### config.mk
export PLATFORM = sky130hd
export DESIGN_NAME = result_drain
export DESIGN_NICKNAME = d
export VERILOG_FILES = /design/src/rsa_pkg.sv /design/src/result_drain.sv
export SDC_FILE = /design/constraint.sdc
export NUM_CORES = 1
export LEC_CHECK = 0
export ABC_AREA = 0
export BUFFER_PORTS_ARGS = -buffer_cell sky130_fd_sc_hd__buf_2
export CORE_AREA = 2 2 92 94
export CTS_CLUSTER_SIZE = 20
export DETAILED_ROUTE_END_ITERATION = 6
export DIE_AREA = 0 0 94 96
export PLACE_DENSITY = 0.68
export RECOVER_POWER = 25
export SLEW_MARGIN = 20
export SYNTH_ARGS = -nofsm -noshare
export SYNTH_HDL_FRONTEND = slang
export SYNTH_SLANG_ARGS = --single-unit
### constraint.sdc
create_clock -name i_clk -period 2.3 [get_ports i_clk]
set_clock_uncertainty 0.2 [all_clocks]
set_input_delay 0.46 -clock i_clk [delete_from_list [all_inputs] [get_ports i_clk]]
set_output_delay 0.46 -clock i_clk [all_outputs]
set_load 0.005 [all_outputs]
### src/rsa_pkg.sv
package rsa_pkg;

  // operand word, low half of a bank word
  localparam int RSA_DW  = 16;
  // accumulator and bank word
  localparam int ACC_DW  = 32;
  // bank address width, 256 words
  localparam int BANK_AW = 8;
  // stage length field, covers 1..8
  localparam int K_LEN_W = 4;

  // region bases inside the temp bank
  // A[i][k] at A_BASE + k*X + i
  localparam logic [BANK_AW-1:0] A_BASE = 8'd0;
  // B[k][j] at B_BASE + k*Y + j
  localparam logic [BANK_AW-1:0] B_BASE = 8'd64;
  // C[i][j] at C_BASE + i*Y + j
  localparam logic [BANK_AW-1:0] C_BASE = 8'd128;

  typedef logic [RSA_DW-1:0]  data_t;
  typedef logic [ACC_DW-1:0]  acc_t;
  typedef logic [K_LEN_W-1:0] klen_t;

  // one bank access, 41 bits
  typedef struct packed {
    logic               we;
    logic [BANK_AW-1:0] addr;
    acc_t               wdata;
  } bank_req_t;

endpackage

### src/result_drain.sv
`timescale 1ns/1ps

module result_drain
  import rsa_pkg::*;
#(
  parameter int X = 2,
  parameter int Y = 3
) (
  input  logic           i_clk,
  input  logic           i_arst_n,
  input  logic           i_start,
  input  acc_t [X*Y-1:0] i_acc,
  output logic           o_done,
  output logic           o_valid,
  output bank_req_t      o_req,
  input  logic           i_gnt
);

  localparam int IW = $clog2(X * Y + 1);

  logic          active_q;
  logic [IW-1:0] idx_q;
  logic          last_idx;
  logic          done_q;
  acc_t          acc_sel;

  assign last_idx = (idx_q == IW'(X * Y - 1));

  // pick accumulator i*Y+j
  always_comb begin
    acc_sel = '0;
    for (int n = 0; n < X * Y; n++) begin
      if (idx_q == IW'(n)) begin
        acc_sel = i_acc[n];
      end
    end
  end

  // write into the C region, held until granted
  always_comb begin
    o_valid     = active_q;
    o_req.we    = 1'b1;
    o_req.addr  = C_BASE + BANK_AW'(idx_q);
    o_req.wdata = acc_sel;
  end

  always_ff @(posedge i_clk or negedge i_arst_n) begin
    if (!i_arst_n) begin
      active_q <= 1'b0;
      idx_q    <= '0;
      done_q   <= 1'b0;
    end else begin
      // done follows the last granted write
      done_q <= active_q && i_gnt && last_idx;
      if (i_start) begin
        active_q <= 1'b1;
        idx_q    <= '0;
      end else if (active_q && i_gnt) begin
        if (last_idx) begin
          active_q <= 1'b0;
        end else begin
          idx_q <= idx_q + 1'b1;
        end
      end
    end
  end

  assign o_done = done_q;

endmodule

=== After elaboration in Yosys (flattened, before gate mapping) ===
Index checks and enable logic that the tools add are counted.

* Bits in registers: 5
* Bits in latches: 0
* RAM bits: 0
* Memory bits (read-only): 0
* Output and inout bits: 43
* Logic and storage cells: 30
* Memories: 0

* Add/sub/neg operators: 2
* Multipliers: 0
* Div/mod/pow operators: 0
* Magnitude comparators: 0
* Equal/unequal tests: 6
* Shifts and indexed selects: 0
* Mux-type cells: 12
* Bitwise gates (word level): 0
* Reduce and logical (&&, ||, !) cells: 7

{| class="wikitable"
|+ Operators by type and width
! cell !! number
|-
| 32-bit 2-to-1 mux || 6
|-
| 3-bit 2-to-1 mux || 3
|-
| 8-bit by 3-bit adder with 8-bit output, first input constant || 1
|-
| 3-bit by 2-bit equality test with 1-bit output, second input constant || 2
|-
| 3-bit equality test, second input constant || 2
|-
| 2-bit AND reduction || 2
|-
| 2-bit nonzero test || 2
|-
| 3-bit by 1-bit adder with 3-bit output, second input constant || 1
|-
| 3-bit by 1-bit equality test with 1-bit output, second input constant || 1
|-
| 3-bit logical NOT || 1
|-
| 1-bit 2-to-1 mux || 3
|-
| 1-bit logical AND || 2
|-
| 2-bit inequality test, second input constant || 1
|}

=== Logic depth before layout (Yosys ltp) ===
Gate-level depths: netlist of the first run.

* Word-level depth: 7
* Mapped depth: 9
* Gate-level depth less buffers: 5

=== Worst setup path before layout of the first run ===
OpenSTA, ideal clock, no wires.

* Path type: flip-flop to output port
* Start: reg idx_q[2]
* End: out o_req[10] in the netlist's numbering
* Arrival: 1.908 ns
* Required time: 1.640 ns
* Setup slack: -0.268 ns
* Stages on the path, launching flop included: 10
* Buffers on the path: 4
* Cell sequence: dfrtp_1 > buf_4 > clkbuf_1 > inv_1 > ha_1 > or2_1 > clkbuf_1 > clkbuf_1 > a221oi_1 > a221o_1

{| class="wikitable"
|+ RTL lines
! element !! RTL line !! RTL
|-
| from (decl) || result_drain.sv:22 || <nowiki>logic [IW-1:0] idx_q;</nowiki>
|-
| from (signal assigned) || result_drain.sv:62 || <nowiki>idx_q <= idx_q + 1'b1;</nowiki>
|-
| to (decl) || result_drain.sv:15 || <nowiki>output bank_req_t o_req,</nowiki>
|}

==> out/results.env, run 1 <==
FIN_CRIT_SH_PCT=112
YS_WARNS=0
REPORT.FINAL.SETUP_VIOL=32
R2R_CELLS=6
CLK_PIN_SLEW_WORST_PATHS_NS=0.04
GLOBAL_PLACER_S_FINAL_WEIGHTED_CONGESTION=0.788
INITIAL_UTILIZATION_PCT=26.1
IR_WORST_VDD_V=0.000325
PRECTSSETUPSLACK_NS=-0.139
HOLD_DEPTH=2
IOS=239
WORST_EP_ARRIVAL_NS=1.92
GLOBAL_ROUTE.OVERFLOW_TOTAL=0
DIE_AREA_UM2=9020
CTS_INSERTED_BUFFERS=3
WL_MM=10.7
GRT_ANTENNA_BEFORE_REPAIR=0
FIRST_PASS_ITERS=5
GRT_MAX_DEGREE=61
PLACE_HPWL_MM=7.06
AREA_GROWTH_SYN_TO_LAYOUT_PCT=92.7
GRT_PASS1_VIAS=3144
WORSTHOLDPATHTYPE='input port to register'
DIE_HEIGHT_UM=96
INITIALDRTVIOLATIONCOUNT=113
DRC=0
ROUTED_VIA_DENSITY=5.24
HOLD_PATH_END='idx_q[0]$_DFFE_PN0P_'
GRT_USAGE_PCT=20.0
WL_PER_CELL_UM=16.0
CRITICAL_PATH_PEAK_FANOUT=14
TIMING_MAX_TRANSITION_VIOLATIONS_FINAL=0
YS_SEQ_AREA_SHARE_PCT=5.96
CRIT_REQUIRED_NS=1.64
CTS_TREE='yes'
MAX-CLOCK-PATH-BUFFERS=2
RESULT_OF_THE_RUN='finished, violations left'
REG2REG_TO='idx_q[0]$_DFFE_PN0P_'
FINAL.HOLD.WORST_SLACK_NS=0.246
YOSYS_MOST_USED_DFF='dfrtp_1'
R2R_SLACK_NS=0.35
TIMING.FMAX_MHz=388
SYNTH_ASYNC_RESET_RATIO_PCT=100
POWER.DENSITY_CELL_AREA_nW_PER_UM2=321
TIMING.FINAL.CRIT_PERIOD_NS=2.58
CLOCK-ROOT-BUFFER='clkbuf_8'
VIOLATIONS='setup timing'
FINAL_CELL_COUNT_NO_FILL=665
POSTROUTEANTENNANETS=0
INSERTEDDIODECOUNT=0
RSZ_0062_RAISED_AFTER_GLOBAL_ROUTING='true'
MULTI_INPUT_AREA_UM2=2020
SYNTHCELLS=335
HP-START='i_start'
SETUP.WORST_PATH.CLASS='register to output port'
MAX_CAP_VIOL_COUNT=0
WORSTSETUPENDPOINTTYPE='output port'
FIRST_PASS_GRT_WIRE_LENGTH_MM=14.5
CRITICAL_PATH.REG2REG.STARTPOINT='idx_q[0]$_DFFE_PN0P_'
BUFFER_PORTS.INSERTED=232
FINALSETUPTNS_NS=-7.53
CELLLEAKAGEPOWER_uW=0.00201
DRIVE_GT1_SHARE_PCT=56.8
EDFF_COUNT_SYNTH=0
AREA_OF_THE_MAPPED_NETLIST_UM2=2100
CRIT_PATH_START_KIND='register'
FIN_WS_NS=-0.277
TIMING.FINAL.HOLD_VIOLATIONS=0
POST_SYNTH.CELL_AREA_AVG_UM2=6.27
FINISH.NET_COUNT=762
PLACEABLECOREAREA_UM2=8050
CTSHTREEMAXLEVEL=1
VIAS=3486
CLOCK_SINK_COUNT=5
POST-PLACE-CELLS=646
YS_TYPES=23
FINAL.FILL_COUNT=798
CRIT_PATH_START='idx_q[1]$_DFFE_PN0P_'
YOSYS_REGISTER_BITS=5
NUMBER_OF_PLACEMENT_ROWS=33
INSERTION_DELAY_NS=0.22
FF_LATCH_AREA_UM2=125
DIE_W_UM=94
-- area by class of cell --
type,count,area share (%)
Timing Repair Buffer,260,39.4
Inverter,35,3.31
Clock buffer,4,1.11
Sequential cell,5,3.09
Tap cell,105,3.24
Multi-Input combinational cell,256,49.9
-- critical path, cell delays in order, from the launching register on --
cell and delay [ns]:
dfrtp_1 0.40, ha_2 0.20, ha_4 0.15, or2_4 0.28
buf_12 0.18, a221oi_4 0.20, a221o_1 0.15, buf_2 0.11
-- worst max-delay path by stage --
stage / slack (ns) / end / cells past startpoint
after global placement: -0.09 / o_req[0] / 7
after CTS: -0.27 / o_req[26] / 7
after global routing: -0.36 / o_req[20] / 7
after detailed placement: -0.14 / o_req[0] / 7
after floorplan: 0.006 / o_req[10] / 9
final: -0.28 / o_req[20] / 7
-- flip-flops by register name, indices dropped and copies added (netlist names) --
register  flops
o_done        1
idx_q         3
o_valid       1
-- metal layers --
layer | global-route usage, % | vias up | part of all wire, %
li1 | - | 1674 | -
met1 | 24.6 | 1635 | 40
met2 | 37.1 | 167 | 51
met3 | 1.80 | 10 | 7.5
met4 | 5.56 | 0 | 1.1
met5 | 0 | - | 0
-- synthesized netlist by cell type, types with 2 or more instances --
cell / number / area, um^2
a21oi_1: 35 / 175
a221o_1: 32 / 320
a221oi_1: 32 / 280
buf_2: 13 / 65.1
buf_4: 8 / 60.1
buf_6: 7 / 78.8
clkbuf_1: 18 / 67.6
conb_1: 2 / 7.51
dfrtp_1: 5 / 125
ha_1: 5 / 62.6
inv_1: 35 / 131
nand2_1: 67 / 251
nand3b_1: 32 / 240
o21ai_0: 35 / 175
-- where the power goes --
| part | switching (uW) | internal [uW] | leakage, uW |
|---|---|---|---|
| registers | 2.89 | 91.3 | 0.0000633 |
| clock network | 45.2 | 119 | 0.0000228 |
| logic | 475 | 564 | 0.00192 |
-- per-stage QoR --
stage | utilization [%] | power (uW) | instance area [um^2]
floorplan | - | 622 | 2350
global placement | 44.0 | 960 | 3540
detailed placement | 44.0 | 973 | 3540
CTS | 47.6 | 1210 | 3830
global route | 50.3 | 1400 | 4050
finish | 50.3 | 1300 | 4050
-- cell families (layout without fill, tap and decap cells) --
family                   count (synthesis)  in the layout  synth area share [%]
buffers and inverters                   81            299                  19.2
other                                    2              6                 0.357
AND/OR/NAND/NOR                        106            109                  25.5
adder cells (fa/ha/maj)                  5              5                  2.98
AO/OA/AOI/OAI                          136            136                  46.0
flip-flops                               5              5                  5.96
-- layout by cell type (no fill, tap or decap) --
cell type	synthesis	final
a221oi_4	0	10
buf_8	0	2
o21ai_1	0	1
buf_12	0	8
conb_1	2	6
inv_1	35	32
inv_2	0	2
clkbuf_16	0	2
buf_6	7	3
buf_2	13	231
ha_2	0	1
dfrtp_1	5	5
dlygate4sd3_1	0	1
clkbuf_1	18	2
or2_4	0	1
a21oi_2	0	10
nand2_1	67	67
buf_16	0	3
or2_2	1	1
a221o_1	32	32
a21oi_1	35	25
buf_4	8	9
nand4_1	1	1
a21o_1	1	1
and2_4	1	4
ha_4	0	4
and2_1	1	1
o21ai_0	35	34
or3_1	1	1
nand3b_1	32	32
o21ai_2	1	1
a221oi_2	0	22
inv_4	0	1
nor2_1	1	1
clkbuf_8	0	3
-- repair_timing --
action,4_1_cts,5_1_grt
gates resized for setup,25,21
hold endpoints to repair,5,0
buffers inserted,3,2
hold buffers,1,0
setup endpoints to repair,32,32
pin swaps,3,2
cloned,6,3
No activity file was read; power rests on OpenSTA's default activity.
==> inputs of run 2 (changes only) <==
==> constraint.sdc (replaced) <==
create_clock -name i_clk -period 2.3 [get_ports i_clk]
set_clock_uncertainty 0.2 [all_clocks]
set_input_delay 0.345 -clock i_clk [delete_from_list [all_inputs] [get_ports i_clk]]
set_output_delay 0.345 -clock i_clk [all_outputs]
set_load 0.005 [all_outputs]
==> run 2 against run 1 <==
The flow still finishes with violations (setup timing). Hold slack got worse by 0.11 ns. Clock power about the same. Wire length increased by 1.8%. Fmax increased by 4.6%. Sequential share of layout area increased by 0.072 points. First-iteration DRC count increased by 29%. Global-route usage increased by 1.2 points. Sequential power about the same. Combinational power about the same. Critical path depth unchanged. Via count increased by 0.66%. Highest routed layer unchanged.
==> out/results.env, run 2 (synthesis results as in run 1) <==
WL_PER_CELL_UM=16.3  # +1.8%
MAX-CLOCK-PATH-BUFFERS=2  # unchanged
CTS_TREE='yes'
CRITICAL_PATH.REG2REG.STARTPOINT='idx_q[0]$_DFFE_PN0P_'
TOP_REGISTER='idx_q'
DIE_AREA_UM2=9020  # unchanged
RESULT_OF_THE_RUN='finished, violations left'
MAX_CAP_VIOL_COUNT=0  # unchanged
CRITICAL_PATH_PEAK_FANOUT=18  # +4
CELLLEAKAGEPOWER_uW=0.00199  # -0.71%
PRECTSSETUPSLACK_NS=-0.0962  # +0.0431 ns
INITIALDRTVIOLATIONCOUNT=146  # +29%
HOLD_DEPTH=2  # unchanged
REPORT.FINAL.SETUP_VIOL=32  # unchanged
END_POINT_OF_THE_CRITICAL_PATH='o_req[3]'
CRIT_PATH_START_KIND='register'
CTS_INSERTED_BUFFERS=3  # unchanged
P_TOTAL_uW=1290  # -0.39%
FF_LATCH_AREA_UM2=125  # unchanged
INSERTEDDIODECOUNT=0  # unchanged
MULTI_INPUT_AREA_UM2=1940  # -3.8%
GRT_PASS1_VIAS=3184  # +1.3%
WORST-PATH-STAGES=7  # unchanged
VIOLATIONS='setup timing'
WL_MM=10.9  # +1.8%
PLACE_HPWL_MM=7.14  # +1.0%
CTSHTREEMAXLEVEL=1  # unchanged
R2R_SLACK_NS=0.37  # +0.02 ns
TIMING.FMAX_MHz=406  # +4.6%
WORST_EP_ARRIVAL_NS=1.92  # about the same
FIRST_PASS_GRT_WIRE_LENGTH_MM=15.4  # +6.1%
INSERTION_DELAY_NS=0.22  # about the same
WORSTSETUPENDPOINTTYPE='output port'
CLOCK-ROOT-BUFFER='clkbuf_8'
INITIAL_UTILIZATION_PCT=26.1  # unchanged
FINAL.FILL_COUNT=809  # +1.4%
IR_WORST_VDD_V=0.000333  # +2.5%
CLK_PIN_SLEW_WORST_PATHS_NS=0.04  # about the same
LEADING_CELL_TYPE_IN_THE_LAYOUT_FILL_AND_TAPS_EXCLUDED='buf_2'
LARGEST_REGISTER_FFS=3  # unchanged
DIE_W_UM=94  # unchanged
FINISH.NET_COUNT=762  # unchanged
GLOBAL_PLACER_S_FINAL_WEIGHTED_CONGESTION=0.793  # +0.61%
TIMING.FINAL.HOLD_VIOLATIONS=0  # unchanged
FIN_CRIT_SH_PCT=107  # -5.0 points
WORST_PATH_LARGEST_CELL_DELAY_NS=0.40  # about the same
POWER.DENSITY_CELL_AREA_nW_PER_UM2=327  # +1.9%
CRIT_REQUIRED_NS=1.75  # +0.11 ns
TIMING_MAX_TRANSITION_VIOLATIONS_FINAL=0  # unchanged
ROUTED_VIA_DENSITY=5.28  # +0.66%
GLOBAL_ROUTE.OVERFLOW_TOTAL=0  # unchanged
CELL_TYPE_GROUP_WITH_THE_LARGEST_TOTAL_DELAY_ON_THE_CRITICAL_PATH='flip-flops'
REG2REG_TO='idx_q[0]$_DFFE_PN0P_'
WORSTPATHBUFFERINVERTERCOUNT=2  # unchanged
BUFFER_PORTS.INSERTED=232  # unchanged
PLACEABLECOREAREA_UM2=8050  # unchanged
FIN_WS_NS=-0.163  # +0.114 ns
PATH_CELLS='ha_2 > ha_4 > or2_4 > buf_12 > a221oi_2 > a221o_1 > buf_2'
AREA_GROWTH_SYN_TO_LAYOUT_PCT=88.3
SETUP.WORST_PATH.CLASS='register to output port'
GRT_MAX_DEGREE=59  # -3.3%
FINAL_CELL_MIX='buf_2, nand2_1, inv_1'
NUMBER_OF_PLACEMENT_ROWS=33  # unchanged
CRIT_PATH_START='idx_q[1]$_DFFE_PN0P_'
RSZ_0062_RAISED_AFTER_GLOBAL_ROUTING='true'
GRT_USAGE_PCT=21.2  # +1.2 points
DRIVE_GT1_SHARE_PCT=56.6  # -0.18 points
DRC=0  # unchanged
DIE_HEIGHT_UM=96  # unchanged
POSTROUTEANTENNANETS=0  # unchanged
IOS=239  # unchanged
FIRST_PASS_ITERS=5  # unchanged
TIMING.FINAL.CRIT_PERIOD_NS=2.46  # -0.114 ns
VIAS=3509  # +0.66%
WORST_PATH_MAX_DELAY_CELL='dfrtp_1'
CLOCK_SINK_COUNT=5  # unchanged
R2R_CELLS=6  # unchanged
WORSTHOLDPATHTYPE='input port to register'
GRT_ANTENNA_BEFORE_REPAIR=0  # unchanged
-- run 2: where the power goes --
group	internal, uW	switching [uW]	leakage, uW	total, uW
Clock	119	46.2	0.0000228	165
Combinational	558	476	0.00191	1030
Sequential	91.3	2.59	0.0000633	93.9
Total	768	524	0.00199	1290
-- run 2: worst min path at each step --
stage,end,start
after CTS,idx_q[0]$_DFFE_PN0P_,i_start
final,idx_q[0]$_DFFE_PN0P_,i_start
after detailed placement,o_done$_DFF_PN0_,i_arst_n
after floorplan,idx_q[0]$_DFFE_PN0P_,i_arst_n
after global placement,o_done$_DFF_PN0_,i_arst_n
after global routing,idx_q[1]$_DFFE_PN0P_,i_start
-- run 2: final cells by class --
class                           instances  area share (%)
Multi-Input combinational cell        255            49.1
Timing Repair Buffer                  261            39.8
Tap cell                              105            3.32
Clock buffer                            4            1.14
Sequential cell                         5            3.16
Inverter                               35            3.45
-- run 2: through the flow --
step           setup TNS [ns]  hold slack, ns  std cells  instance area, um^2  utilization, %
6_report                -3.80           0.133        665                 3960            49.1
5_1_grt                 -6.29           0.135        665                 3960            49.1
4_1_cts                 -3.25           0.120        665                 3890            48.3
3_5_place_dp           -0.207         -0.0326        648                 3360            41.8
3_3_place_gp          -0.0642         -0.0361        648                 3360            41.8
2_1_floorplan               0          -0.151        339                 2130               -
-- run 2: layer usage --
layer	vias up	wire length [um]	GRT usage [%]
li1	1671	-	-
met1	1618	4030	25.7
met2	200	5550	38.3
met3	20	1020	2.66
met4	0	246	7.61
met5	-	0	0
-- run 2: worst reg2reg max path: stages, from the launching register on --
cell and delay [ns]:
dfrtp_1 0.39, buf_6 0.14, ha_4 0.22, clkbuf_16 0.22, and2_1 0.21, or3_1 0.35, a21oi_1 0.14
-- run 2: what timing repair did --
item,CTS,global route
pin swaps,5,7
hold endpoints to repair,5,0
gates resized for setup,65,12
hold buffers,1,0
setup endpoints to repair,32,32
buffers inserted,6,0
cloned,6,1
