--- config.mk ---
export PLATFORM = sky130hd
export DESIGN_NAME = stage_ctrl
export DESIGN_NICKNAME = d
export VERILOG_FILES = /design/src/rsa_pkg.sv /design/src/stage_ctrl.sv
export SDC_FILE = /design/constraint.sdc
export NUM_CORES = 1
export LEC_CHECK = 0
export BUFFER_PORTS_ARGS = -buffer_cell sky130_fd_sc_hd__buf_4
export CAP_MARGIN = 20
export CELL_PAD_IN_SITES_DETAIL_PLACEMENT = 1
export CELL_PAD_IN_SITES_GLOBAL_PLACEMENT = 2
export CORE_MARGIN = 8
export CORE_UTILIZATION = 30
export DETAILED_ROUTE_END_ITERATION = 8
export PLACE_DENSITY_LB_ADDON = 0.1
export SYNTH_ARGS = -nofsm -noshare
export SYNTH_HDL_FRONTEND = slang
export SYNTH_SLANG_ARGS = --single-unit
--- constraint.sdc ---
create_clock -name i_clk -period 2 [get_ports i_clk]
set_input_delay 0.3 -clock i_clk [delete_from_list [all_inputs] [get_ports i_clk]]
set_output_delay 0.3 -clock i_clk [all_outputs]
set_load 0.01 [all_outputs]
--- src/rsa_pkg.sv ---
package rsa_pkg;

  // operand word, low half of a bank word
  localparam int RSA_DW  = 16;
  // accumulator and bank word
  localparam int ACC_DW  = 32;
  // bank address width, 256 words
  localparam int BANK_AW = 8;
  // stage length field, covers 1..8
  localparam int K_LEN_W = 4;

  // region bases inside the temp bank
  // A[i][k] at A_BASE + k*X + i
  localparam logic [BANK_AW-1:0] A_BASE = 8'd0;
  // B[k][j] at B_BASE + k*Y + j
  localparam logic [BANK_AW-1:0] B_BASE = 8'd64;
  // C[i][j] at C_BASE + i*Y + j
  localparam logic [BANK_AW-1:0] C_BASE = 8'd128;

  typedef logic [RSA_DW-1:0]  data_t;
  typedef logic [ACC_DW-1:0]  acc_t;
  typedef logic [K_LEN_W-1:0] klen_t;

  // one bank access, 41 bits
  typedef struct packed {
    logic               we;
    logic [BANK_AW-1:0] addr;
    acc_t               wdata;
  } bank_req_t;

endpackage

--- src/stage_ctrl.sv ---
`timescale 1ns/1ps

module stage_ctrl
  import rsa_pkg::*;
#(
  parameter int X = 2,
  parameter int Y = 3
) (
  input  logic  i_clk,
  input  logic  i_arst_n,
  // host stage handshake
  input  logic  i_stage_val,
  output logic  o_stage_rdy,
  input  klen_t i_k_len,
  // fetch control
  output logic  o_fetch_start,
  output klen_t o_k_len,
  input  logic  i_fetch_done,
  // drain control
  output logic  o_drain_start,
  input  logic  i_drain_done
);

  localparam int FW = $clog2(X + Y + 1);

  typedef enum logic [1:0] {
    ST_IDLE,
    ST_FETCH,
    ST_FLUSH,
    ST_DRAIN
  } state_t;

  state_t        state_q;
  logic [FW-1:0] flush_cnt_q;
  klen_t         k_len_q;
  logic          fetch_start_q;
  logic          drain_start_q;

  // ready only while idle
  assign o_stage_rdy   = (state_q == ST_IDLE);
  assign o_k_len       = k_len_q;
  assign o_fetch_start = fetch_start_q;
  assign o_drain_start = drain_start_q;

  always_ff @(posedge i_clk or negedge i_arst_n) begin
    if (!i_arst_n) begin
      state_q       <= ST_IDLE;
      flush_cnt_q   <= '0;
      k_len_q       <= '0;
      fetch_start_q <= 1'b0;
      drain_start_q <= 1'b0;
    end else begin
      // start strobes last one cycle
      fetch_start_q <= 1'b0;
      drain_start_q <= 1'b0;
      case (state_q)
        ST_IDLE: begin
          // handshake, k length sampled here
          if (i_stage_val) begin
            k_len_q       <= i_k_len;
            fetch_start_q <= 1'b1;
            state_q       <= ST_FETCH;
          end
        end
        ST_FETCH: begin
          // done comes with the last step
          if (i_fetch_done) begin
            flush_cnt_q <= '0;
            state_q     <= ST_FLUSH;
          end
        end
        ST_FLUSH: begin
          // let the wavefront reach the far corner PE
          if (flush_cnt_q == FW'(X + Y - 1)) begin
            drain_start_q <= 1'b1;
            state_q       <= ST_DRAIN;
          end else begin
            flush_cnt_q <= flush_cnt_q + 1'b1;
          end
        end
        default: begin
          if (i_drain_done) begin
            state_q <= ST_IDLE;
          end
        end
      endcase
    end
  end

endmodule

After elaboration in Yosys (flattened, before gate mapping):

Index checks and enable logic that the tools add are counted.

* add/subtract/negate cells: 1
* equal/unequal tests: 7
* muxes and demuxes: 12
* reduce and logical (&&, ||, !) cells: 6

Operator list (count)
* two-way mux 2 bit: 4
* != test 2 bit, second input constant: 4
* two-way mux 3 bit: 2
* case mux 2 bit (3 select lines): 1
* case mux 3 bit (2 select lines): 1
* two-way mux 1 bit: 4
* AND reduction 4 bit: 1
* nonzero test 4 bit: 1
* adder 3 x 1 -> 3 bit, second input constant: 1
* == test 3 bit, second input constant: 1
* AND reduction 3 bit: 1
* == test 2 x 1 -> 1 bit, second input constant: 1
* == test 2 bit, second input constant: 1
* logical NOT 2 bit: 1
* AND reduction 2 bit: 1
* nonzero test 2 bit: 1

* output and inout bits: 7
* bits of input ports: 9
* bits in registers: 11

Depth between registers and ports, before layout:

Gate-level depths: netlist (run 1).

* word-level depth: 3
* depth in mapped cells: 5
* depth with buffers taken out: 5

Worst setup path before layout (run 1):

No wires, ideal clock.

* path type: register to register
* start point: register state_q[0]
* end point: register state_q[1]
* setup time: 128 ps
* buffers on the path: 0
* clock period less this slack: 1616 ps
* data arrival time: 1488 ps
* slack: 384 ps
* stages on the path, launching flop included: 6
* path through: dfrtp_1 inv_1 ha_1 nand2_2 a221oi_4 mux2_1

* word-level cells in the longest chain between the ends: 3

Ends and longest elaborated chain
* start: declaration: RTL line stage_ctrl.sv:33 `state_t state_q;`
* start signal: assignment: RTL line stage_ctrl.sv:47 `state_q <= ST_IDLE;`
* start signal: assignment: RTL line stage_ctrl.sv:62 `state_q <= ST_FETCH;`
* start signal: assignment: RTL line stage_ctrl.sv:69 `state_q <= ST_FLUSH;`
* logical NOT 2 bit (*)
* via o_stage_rdy: RTL line stage_ctrl.sv:13 `output logic o_stage_rdy,`
* nonzero test 4 bit (no line) / != test 2 bit (equally long branches)
* AND reduction 4 bit (no line)

Mark *: on every way through the listed nets, which the timed path passes. The rest lies on a longest branch.
A chain may end at the register's enable or synchronous reset.

Final worst setup path (run 1):

* start point: register state_q[0]
* end point: register state_q[1]

* word-level cells in the longest chain between the ends: 3

Ends and longest elaborated chain
* == test 2 bit, or another cell as far along: RTL line stage_ctrl.sv:56 `case (state_q)`
* != test 2 bit (no line) / nonzero test 4 bit (equally long branches)
* AND reduction 4 bit (no line)

Parallel ways exist; a longest one is shown, timed or not.

==> results by group, run 1 <==
STA
  • Slew @ Worst Pin: 253.5 ps
  • Setup violations, final: 0
  • Final-report max-slew violation count: 0
  • Tcrit/Tclk final: 83.15%
  • Sum Neg Setup Slack: 0 ps
  • RSZ-0062 raised after global routing: no
  • Setup ws final: 337.0 ps
  • Relative slew slack: 82.62%
  • Final min period: 1663 ps
  • Fmax: 601.3 MHz
  • Fin. Hold Viols: 0
  • Clk_skew: 2.571 ps

Global routing
  • Global route overflow: 0
  • First-pass GRT wire length: 2.028 mm
  • All-layer global routing usage: 7.821%
  • Largest net degree at the start of global routing: 12
  • Vias in the first global route: 447
  • Initial antenna violation count: 0

Logic synthesis
  • Synthesized area per cell: 12.54 um^2
  • Simple-gate share of the synthesized area: 9.091%
  • Post-Synth XOR/XNOR Area: 0%
  • Synth Net Count: 60
  • Area contributors post-synth: dfrtp_1, ha_1, mux2_1
  • Ys Warns: 0
  • Register area share after synthesis: 48.78%
  • Cells after Synth: 45
  • Main combinational cell family by area after synthesis: multiplexers
  • Top cell type's share of synthesized area: 48.78%
  • Proportion of synthesized area in mux cells: 17.07%
  • Synth area leader: dfrtp_1
  • Post-synthesis compound-gate area fraction: 8.426%
  • #FFs+latches synth: 11
  • Adder-Cell Fraction of Synth Area: 13.30%
  • Post-Synthesis Cell Area: 564.3 um^2
  • Yosys cell types: 15

Finish
  • FF/Latch Area: 275.3 um^2
  • Area delta synth->final: 31.93%
  • Antenna fix cells: 0
  • Nets@finish: 81
  • Share of cells above drive strength 1: 32.31%
  • Fill cells: 197
  • Multi-input logic area: 270.3 um^2
  • Post-layout util: 42.65%

Routing
  • Post-route ant nets: 0
  • Wl on met1: 497 um
  • Wire length per cell: 13.58 um
  • Drc violations: 0
  • Wire length on met3: 94 um
  • Max layer used: met4
  • Met2 wire len: 609 um
  • Via Count: 412
  • Starting DRT DRC Count: 2
  • Post-Route WL: 1.222 mm
  • Router iterations before antenna repair: 2
  • Via/cell ratio: 4.578

Die
  • Initial Util: 32.33%
  • IO Count: 16
  • Die width: 59.37 um
  • Die Ht: 59.37 um
  • Die area: 3525 um^2
  • Rows: 15
  • Core Region: 1745 um^2

Min path
  • Hold path depth: 2
  • Hold Path Class: input pin to flop

Status
  • Status: complete, no violations

Worst setup path
  • Worst path max stage delay: 390 ps
  • Critical path's slowest cell: dfrtp_1
  • Critical path cell sequence: inv_1, ha_1, nand2_2, a221oi_4, mux2_1
  • R2R cell count: 5
  • Worst EP required: 2160 ps
  • CP arrival: 1820 ps
  • Setup CP Type: flop to flop
  • Crit Path Max Fanout: 6
  • Startpoint Class: flop
  • Crit end category: flop

CTS
  • Clock Sinks: 11
  • Worst-path clk slew: 70 ps
  • Root Buffer: clkbuf_4
  • H-Tree Depth: 1
  • Skew-Pair Late Insertion Delay: 270 ps
  • CTS tree: built
  • PostCTS Resize Cnt: 0
  • Clock buffers created by TritonCTS: 3
  • Buffer depth of the longest clock path: 2

Power
  • Sw power: 0.4137 mW
  • VDD IR max: 660.8 uV
  • Pwr Total: 1.093 mW
  • Power Dens Cells: 1468 nW/um^2
  • Internal power: 0.6789 mW
  • Share of total power in the clock network: 14.2%
  • Sw Ratio: 37.86%
  • Leakage power: 0.3746 nW
  • Flop pwr share: 34.3%
  • Logic gate share of total power: 51.5%

Placed design
  • # port buffers: 15
  • DP Worst Slack: 330.5 ps
  • Final Wtd Congestion: 0.6928
  • DP Wirelength: 993.2 um

Job
  • Max Cap Violations: 0
Yosys cell counts:
cell,instances
nand2_1,3
mux2i_1,4
nand2_2,2
dfrtp_1,11
mux2_1,5
nand3b_1,1
inv_1,5
o21bai_1,1
nor2_1,2
o21ai_0,1
ha_1,6
and3_1,1
o311ai_1,1
nor2b_1,1
a221oi_4,1
power by group through the flow:
stage / registers (mW) / clock network (mW) / logic, mW
2_1_floorplan: 0.392 / 0 / 0.365
3_3_place_gp: 0.377 / 0 / 0.575
3_5_place_dp: 0.379 / 0 / 0.574
4_1_cts: 0.374 / 0.160 / 0.578
5_1_grt: 0.386 / 0.173 / 0.625
6_report: 0.374 / 0.155 / 0.563
registers in the layout, summed over array words and instances (netlist names):
| signal | flops |
|---|---|
| o_drain_start | 1 |
| o_fetch_start | 1 |
| state_q | 2 |
| o_k_len | 4 |
| flush_cnt_q | 3 |
cell type report:
type                            instances  share of cell area (%)
Clock buffer                            4                   3.529
Inverter                                5                   2.521
Multi-Input combinational cell         29                   36.30
Sequential cell                        11                   36.97
Tap cell                               25                   4.202
Timing Repair Buffer                   16                   16.47
cells in the final DEF (no fill, tap or decap):
| cell | Yosys | routed |
|---|---|---|
| a221oi_4 | 1 | 1 |
| and3_1 | 1 | 1 |
| buf_4 | 0 | 15 |
| clkbuf_1 | 0 | 1 |
| clkbuf_4 | 0 | 3 |
| dfrtp_1 | 11 | 11 |
| dlygate4sd3_1 | 0 | 1 |
| ha_1 | 6 | 6 |
| inv_1 | 5 | 5 |
| mux2_1 | 5 | 5 |
| mux2i_1 | 4 | 4 |
| nand2_1 | 3 | 3 |
| nand2_2 | 2 | 2 |
| nand3b_1 | 1 | 1 |
| nor2_1 | 2 | 2 |
| nor2b_1 | 1 | 1 |
| o21ai_0 | 1 | 1 |
| o21bai_1 | 1 | 1 |
| o311ai_1 | 1 | 1 |
worst max-delay path: cells and delay by family, from the launching register on:
kind                     cells  cell delay [ps]
multiplexers                 1              340
buffers and inverters        1              120
adder cells (fa/ha/maj)      1              240
AO/OA/AOI/OAI                1              310
flip-flops                   1              390
AND/OR/NAND/NOR              1              150
worst paths after layout:
kind | slack, ps | startpoint | endpoint
setup / recovery | 340 | state_q[0] | state_q[1]
hold / removal | 240 | i_k_len[1] | o_k_len[1]
setup reg to reg | 340 | state_q[0] | state_q[1]
hold reg to reg | 500 | o_k_len[2] | o_k_len[2]
max in group asynchronous | 1440 | i_arst_n | flush_cnt_q[0]
min in group asynchronous | 410 | i_arst_n | o_k_len[0]
stage by stage:
step	area (um^2)	cells	hold WS (ps)
2_1_floorplan	564.3	45	4.409
3_3_place_gp	708.2	85	146.2
3_5_place_dp	708.2	85	145.7
4_1_cts	744.5	90	240.5
5_1_grt	744.5	90	227.9
6_report	744.5	90	242.0
repair_timing:
item / CTS / global route
hold endpoints to repair: 11 / 0
setup buffers: 0 / 0
hold buffers: 1 / 0
cell families (layout without fill, tap and decap cells):
logic type                 Yosys count  in the layout
and+or+nand+nor                     10             10
buffers and inverters                5             25
DFF                                 11             11
adders and majority gates            6              6
muxes                                9              9
AOI/OAI and AO/OA                    4              4
per-layer routing:
metal,GRT usage (%),vias to the layer above
met4,4.096,0
met3,3.688,3
li1,-,191
met5,0,-
met2,13.56,15
met1,7.472,203
No activity file was read; power rests on OpenSTA's default activity.
==> run 2: changes to the inputs <==
ABC_AREA = 1   (was unset)
CORE_UTILIZATION = 27   (was 30)
clock period = 1.7 ns   (was 2 ns; I/O delays follow)
==> run 2 against run 1 <==
- sequential share of layout area is 1.0 points lower
- sequential power is 13% higher
- critical path type is now flop to output pin
- critical path depth decreased by 2
- via count up 20%
- power rose by 15%
- design area up 2.9%
- largest power group unchanged
- clock power rose by 19%
- synthesized cell count grew 56%
- register-to-register slack is essentially flat
==> results by group, run 2 <==
Logic synthesis
  • Synthesized area per cell: 8.312 um^2 (was 12.54 um^2)
  • Async SR Flop Fraction: 100.0% (unchanged)
  • Area contributors post-synth: dfrtp_1, nand2_1, ha_1 (was dfrtp_1, ha_1, mux2_1)
  • #FFs+latches synth: 11 (unchanged)
  • Ys Warns: 0 (unchanged)
  • Post-Synthesis Cell Area: 581.8 um^2 (was 564.3 um^2)
  • Cells after Synth: 70 (was 45)
  • Most frequent cell after synthesis: nand2_1 (was dfrtp_1)
  • Most frequent cells after synthesis: nand2_1, dfrtp_1, inv_1 (was dfrtp_1, ha_1, inv_1, mux2_1, mux2i_1)
  • Yosys cell types: 13 (was 15)
  • Synth area leader: dfrtp_1 (unchanged)
  • Top cell type's share of synthesized area: 47.31% (was 48.78%)
  • Synth Net Count: 85 (was 60)
  • Register area share after synthesis: 47.31% (was 48.78%)
  • Synth Flop Type: dfrtp_1 (unchanged)
  • Post-synth EDFFs: 0 (unchanged)

STA
  • Fmax: 723.8 MHz
  • Clk_skew: 3.374 ps (was 2.571 ps)
  • Slew @ Worst Pin: 226.3 ps (was 253.5 ps)
  • RSZ-0062 raised after global routing: no (unchanged)
  • Setup violations, final: 0 (unchanged)
  • Tcrit/Tclk final: 81.27%
  • Final min period: 1382 ps
  • Relative slew slack: 84.88% (was 82.62%)
  • Sum Neg Setup Slack: 0 ps (unchanged)
  • Fin. Hold Viols: 0 (unchanged)
  • Setup ws final: 318.4 ps (was 337.0 ps)
  • Final-report max-slew violation count: 0 (unchanged)

Power
  • Leakage power: 0.4268 nW (was 0.3746 nW)
  • Power Dens Cells: 1647 nW/um^2 (was 1468 nW/um^2)
  • VDD IR max: 595.1 uV (was 660.8 uV)

Die
  • IO Count: 16 (unchanged)
  • Rows: 17 (was 15)
  • Initial Util: 27.35% (was 32.33%)
  • Die area: 3896 um^2 (was 3525 um^2)
  • Die Ht: 62.42 um (was 59.37 um)
  • Core Region: 2127 um^2 (was 1745 um^2)
  • Die width: 62.42 um (was 59.37 um)

Routing
  • Wl on met1: 591 um (was 497 um)
  • Via Count: 493 (was 412)
  • Post-Route WL: 1.351 mm (was 1.222 mm)
  • Router iterations before antenna repair: 3 (was 2)
  • Wire length on met3: 64 um (was 94 um)
  • Wire length per cell: 11.45 um (was 13.58 um)
  • Met2 wire len: 665 um (was 609 um)
  • Drc violations: 0 (unchanged)
  • Starting DRT DRC Count: 4 (was 2)
  • Post-route ant nets: 0 (unchanged)
  • Via/cell ratio: 4.178 (was 4.578)
  • Max layer used: met4 (unchanged)

Finish
  • Nets@finish: 106 (was 81)
  • Share of cells above drive strength 1: 30.00% (was 32.31%)
  • Area delta synth->final: 31.61% (was 31.93%)
  • Post-layout util: 36.00% (was 42.65%)
  • Commonest cells after routing, fill and taps aside: nand2_1, buf_4, dfrtp_1, inv_1, ha_1 (was buf_4, dfrtp_1, ha_1, inv_1, mux2_1)
  • Max reg flops: 4 (unchanged)
  • Most common cell after layout, fill and taps aside: nand2_1 (was buf_4)
  • Antenna fix cells: 0 (unchanged)
  • Fin cells: 118 (was 90)

Placed design
  • Final Wtd Congestion: 0.6933 (was 0.6928)
  • # port buffers: 15 (unchanged)
  • DP Worst Slack: 357.7 ps (was 330.5 ps)
  • DP Wirelength: 1.079 mm (was 993.2 um)
  • Inst Count DP: 113 (was 85)

CTS
  • Root Buffer: clkbuf_4 (unchanged)
  • Buffer depth of the longest clock path: 2 (unchanged)
  • PostCTS Resize Cnt: 0 (unchanged)
  • H-Tree Depth: 1 (unchanged)
  • Clock Sinks: 11 (unchanged)
  • Skew-Pair Late Insertion Delay: 270 ps (about the same)
  • Clock buffers created by TritonCTS: 3 (unchanged)
  • CTS tree: built (unchanged)
  • Worst-path clk slew: 70 ps (about the same)
  • Post-CTS Hold Buffers: 1 (unchanged)
  • Post-CTS setup repair buffer count: 0 (unchanged)

Worst setup path
  • Reg2reg setup slack: 340 ps (about the same)
  • Startpoint Class: flop (unchanged)
  • Crit end category: output pin (was flop)
  • CP arrival: 1130 ps (was 1820 ps)
  • Crit Path Max Fanout: 3 (was 6)
  • Setup CP Type: flop to output pin (was flop to flop)
  • Worst EP required: 1440 ps (was 2160 ps)

Job
  • Max Cap Violations: 0 (unchanged)

Global routing
  • First-pass GRT wire length: 2.484 mm (was 2.028 mm)
  • All-layer global routing usage: 8.053% (was 7.821%)
  • Largest net degree at the start of global routing: 12 (unchanged)
  • Vias in the first global route: 549 (was 447)
  • Initial antenna violation count: 0 (unchanged)
  • Global route overflow: 0 (unchanged)

Min path
  • Hold Path Class: input pin to flop (unchanged)

Status
  • Status: complete, no violations (unchanged)
run 2: cell types whose count changed in the layout (fill, tap and decap cells not counted), moves of 2 or more:
cell | previous run | this run
nand2_1 | 3 | 28
mux2_1 | 5 | 0
mux2i_1 | 4 | 0
inv_1 | 5 | 8
nand2_2 | 2 | 5
inv_2 | 0 | 2
nand3_1 | 0 | 2
o21ai_1 | 0 | 2
run 2: kinds of logic after synthesis:
family | count (synthesis) | synth area share [%]
flip-flops | 11 | 47.31
adder cells (fa/ha/maj) | 6 | 12.90
buffers and inverters | 11 | 7.312
AO/OA/AOI/OAI | 3 | 2.580
XOR/XNOR | 1 | 1.506
AND/OR/NAND/NOR | 38 | 28.39
run 2: metal layers:
metal | vias up | track usage, %
li1 | 247 | -
met1 | 232 | 8.604
met2 | 10 | 12.81
met3 | 4 | 3.405
met4 | 0 | 5.128
met5 | - | 0
run 2: layout make-up:
| type | count | area [um^2] |
|---|---|---|
| flip-flops and latches | 11 | 275.3 |
| fillers | 252 | 1361 |
| inverters | 11 | 42.54 |
| multi-input cells | 48 | 264.0 |
| repair buffers | 16 | 122.6 |
| clock buffers | 4 | 26.28 |
| well taps | 28 | 35.03 |
run 2: through the flow:
step	total power, mW	hold WS [ps]	instance area (um^2)
floorplan	0.8672	-40.59	581.8
global placement	1.098	103.0	729.5
detailed placement	1.101	103.5	729.5
CTS	1.303	167.7	765.7
global route	1.405	164.8	765.7
finish	1.262	176.6	765.7
run 2: critical path, cell delays in order (launching register included):
cell and delay (ps):
dfrtp_1 380, inv_1 90, ha_1 230, buf_4 150
run 2: power breakdown:
group | switching [mW] | internal (mW) | total [mW] | leakage [nW]
Clock | 0.0928 | 0.0908 | 0.184 | 0.0150
Combinational | 0.384 | 0.271 | 0.655 | 0.269
Sequential | 0.0652 | 0.358 | 0.423 | 0.142
run 2: path summary, 6_finish.rpt:
| check | startpoint | to | cells after the start |
|---|---|---|---|
| max in group asynchronous | i_arst_n | o_k_len[2] | 2 |
| hold / removal | i_k_len[0] | o_k_len[0] | 3 |
| setup / recovery | state_q[0] | o_stage_rdy | 3 |
| hold reg to reg | o_k_len[3] | o_k_len[3] | 2 |
| min in group asynchronous | i_arst_n | flush_cnt_q[1] | 2 |
| setup reg to reg | state_q[0] | state_q[0] | 6 |
==> run 3: changes to the inputs <==
clock period = 1.3 ns   (was 1.7 ns; I/O delays follow)
==> run 3 against run 2 <==
- first-iteration DRC count up 130%
- flip-flop and latch count stayed put
- hold slack lost 56 ps
- non-clock buffer count is 9 higher
- die area unchanged
- utilization grew 4.6 points
==> results by group, run 3 (synthesized netlist as in run 2, its figures left out) <==
Status
  • Status: complete, no violations (unchanged)

Finish
  • Commonest cells after routing, fill and taps aside: nand2_1, buf_4, dfrtp_1, nand2_2, inv_2 (was nand2_1, buf_4, dfrtp_1, inv_1, ha_1)
  • Nets@finish: 115 (was 106)
  • Max reg flops: 4 (unchanged)
  • Share of cells above drive strength 1: 45.45% (was 30.00%)
  • Fill cells: 265 (was 252)
  • Antenna fix cells: 0 (unchanged)
  • Non-Filler Cell Area, Final: 864.6 um^2 (was 765.7 um^2)
  • Most common cell after layout, fill and taps aside: nand2_1 (unchanged)
  • Post-layout util: 40.65% (was 36.00%)
  • Area delta synth->final: 48.60% (was 31.61%)

CTS
  • Skew-Pair Late Insertion Delay: 260 ps (was 270 ps)
  • H-Tree Depth: 1 (unchanged)
  • Root Buffer: clkbuf_4 (unchanged)
  • Clock buffers created by TritonCTS: 3 (unchanged)
  • Clock Sinks: 11 (unchanged)
  • Buffer depth of the longest clock path: 2 (unchanged)
  • Worst-path clk slew: 80 ps (was 70 ps)
  • CTS tree: built (unchanged)

Placed design
  • # port buffers: 15 (unchanged)
  • Final Wtd Congestion: 0.6885 (was 0.6933)
  • DP Wirelength: 1.181 mm (was 1.079 mm)
  • Placed cell area: 767.0 um^2 (was 729.5 um^2)

Global routing
  • All-layer global routing usage: 8.349% (was 8.053%)
  • Global route overflow: 0 (unchanged)
  • Largest net degree at the start of global routing: 12 (unchanged)
  • Vias in the first global route: 579 (was 549)
  • Initial antenna violation count: 0 (unchanged)
  • First-pass GRT wire length: 2.628 mm (was 2.484 mm)

Routing
  • Starting DRT DRC Count: 9 (was 4)
  • Wire length per cell: 11.60 um (was 11.45 um)
  • Via/cell ratio: 4.110 (was 4.178)
  • Router iterations before antenna repair: 4 (was 3)
  • Post-route ant nets: 0 (unchanged)
  • Via Count: 522 (was 493)
  • Drc violations: 0 (unchanged)
  • Post-Route WL: 1.473 mm (was 1.351 mm)

STA
  • RSZ-0062 raised after global routing: yes (was no)
  • Slew @ Worst Pin: 152.1 ps (was 226.3 ps)
  • Final-report max-slew violation count: 0 (unchanged)
  • Relative slew slack: 89.78% (was 84.88%)
  • Hold WS: 120.8 ps (was 176.6 ps)
  • Sum Neg Setup Slack: 0 ps (unchanged)
  • Clk_skew: 2.226 ps (was 3.374 ps)
  • Setup violations, final: 0 (unchanged)
  • Final min period: 1275 ps
  • Tcrit/Tclk final: 98.11%
  • Fmax: 784.0 MHz
  • Fin. Hold Viols: 0 (unchanged)

Die
  • Die Ht: 62.42 um (unchanged)
  • Core Region: 2127 um^2 (unchanged)
  • Die area: 3896 um^2 (unchanged)
  • Die width: 62.42 um (unchanged)
  • IO Count: 16 (unchanged)
  • Initial Util: 27.35% (unchanged)
  • Rows: 17 (unchanged)

Worst setup path
  • Reg2reg start: state_q[1] (was state_q[0])
  • Buf/Inv on CP: 3 (was 2)
  • CP most frequent cell: buf_6
  • Critical path's slowest cell: dfrtp_1 (unchanged)
  • Critical path cell sequence: inv_2, ha_4, buf_6, buf_6 (was inv_1, ha_1, buf_4)
  • Reg2reg setup slack: 80 ps (was 340 ps)
  • Crit path max-delay family: flip-flops (unchanged)
  • Worst EP required: 1110 ps (was 1440 ps)
  • CP arrival: 1080 ps (was 1130 ps)
  • R2R cell count: 8 (was 6)
  • Setup CP Type: flop to output pin (unchanged)
  • Startpoint Class: flop (unchanged)
  • Reg-to-reg endpoint: flush_cnt_q[1] (was state_q[0])
  • Worst path max stage delay: 390 ps (was 380 ps)
  • Crit Path Max Fanout: 3 (unchanged)
  • Crit end category: output pin (unchanged)

Power
  • Power Dens Cells: 2271 nW/um^2 (was 1647 nW/um^2)
  • Pwr Total: 1.964 mW (was 1.262 mW)
  • VDD IR max: 1180 uV (was 595.1 uV)
  • Leakage power: 0.4702 nW (was 0.4268 nW)

Min path
  • Hold Path End: o_k_len[1] (was o_k_len[0])
  • Hold path depth: 3 (unchanged)
  • Min-delay src: i_k_len[1] (was i_k_len[0])
  • Hold Path Class: input pin to flop (unchanged)

Job
  • Max Cap Violations: 0 (unchanged)
==> run 3: cell types whose count changed in the layout (fill, tap and decap cells not counted), sizes merged <==
| cell | delta |
|---|---|
| buf | +9 |
==> run 3: per-layer routing <==
metal	GRT usage [%]	vias up	routed length, um
met5	0	-	0
li1	-	266	-
met2	15.27	10	776
met1	8.604	244	631
met4	3.419	0	14
met3	2.509	2	50
==> run 3: per-stage QoR <==
step / instances / setup WS (ps)
3_5_place_dp: 118 / -21.65
6_report: 127 / 24.52
5_1_grt: 127 / -30.74
4_1_cts: 125 / 7.174
3_3_place_gp: 118 / 13.32
2_1_floorplan: 70 / 71.97
==> run 3: how the worst max path moves through the flow <==
stage | cells past startpoint | slack [ps] | end | startpoint
floorplan | 6 | 70 | state_q[1] | state_q[0]
finish | 4 | 20 | o_stage_rdy | state_q[1]
global placement | 6 | 10 | state_q[0] | state_q[0]
detailed placement | 6 | -20 | state_q[0] | state_q[0]
global route | 4 | -30 | o_stage_rdy | state_q[1]
CTS | 4 | 7 | o_stage_rdy | state_q[1]
==> run 3: area by class of cell <==
cell class | instances | area, um^2 | share of cell area [%]
Clock buffer | 4 | 26.28 | 3.039
Inverter | 11 | 42.54 | 4.920
Multi-Input combinational cell | 48 | 287.8 | 33.29
Sequential cell | 11 | 275.3 | 31.84
Tap cell | 28 | 35.03 | 4.052
Timing Repair Buffer | 25 | 197.7 | 22.87
==> run 3: timing repair <==
action	4_1_cts	5_1_grt
buffers inserted	2	2
pin swaps	1	5
hold buffers	1	0
endpoints found under the setup margin	3	7
endpoints found under the hold margin	11	0
gates resized for setup	5	8
==> run 3: where the power goes <==
part | switching [mW] | internal [mW] | leakage, nW
Combinational | 0.602 | 0.578 | 0.313
Sequential | 0.0774 | 0.467 | 0.142
Clock | 0.120 | 0.118 | 0.0150
==> run 3: worst reg2reg max path, delay by kind of cell, from the launching register on <==
| family | cells | cell delay (ps) |
|---|---|---|
| AO/OA/AOI/OAI | 1 | 60 |
| adder cells (fa/ha/maj) | 1 | 190 |
| buffers and inverters | 2 | 210 |
| flip-flops | 1 | 410 |
| AND/OR/NAND/NOR | 4 | 260 |
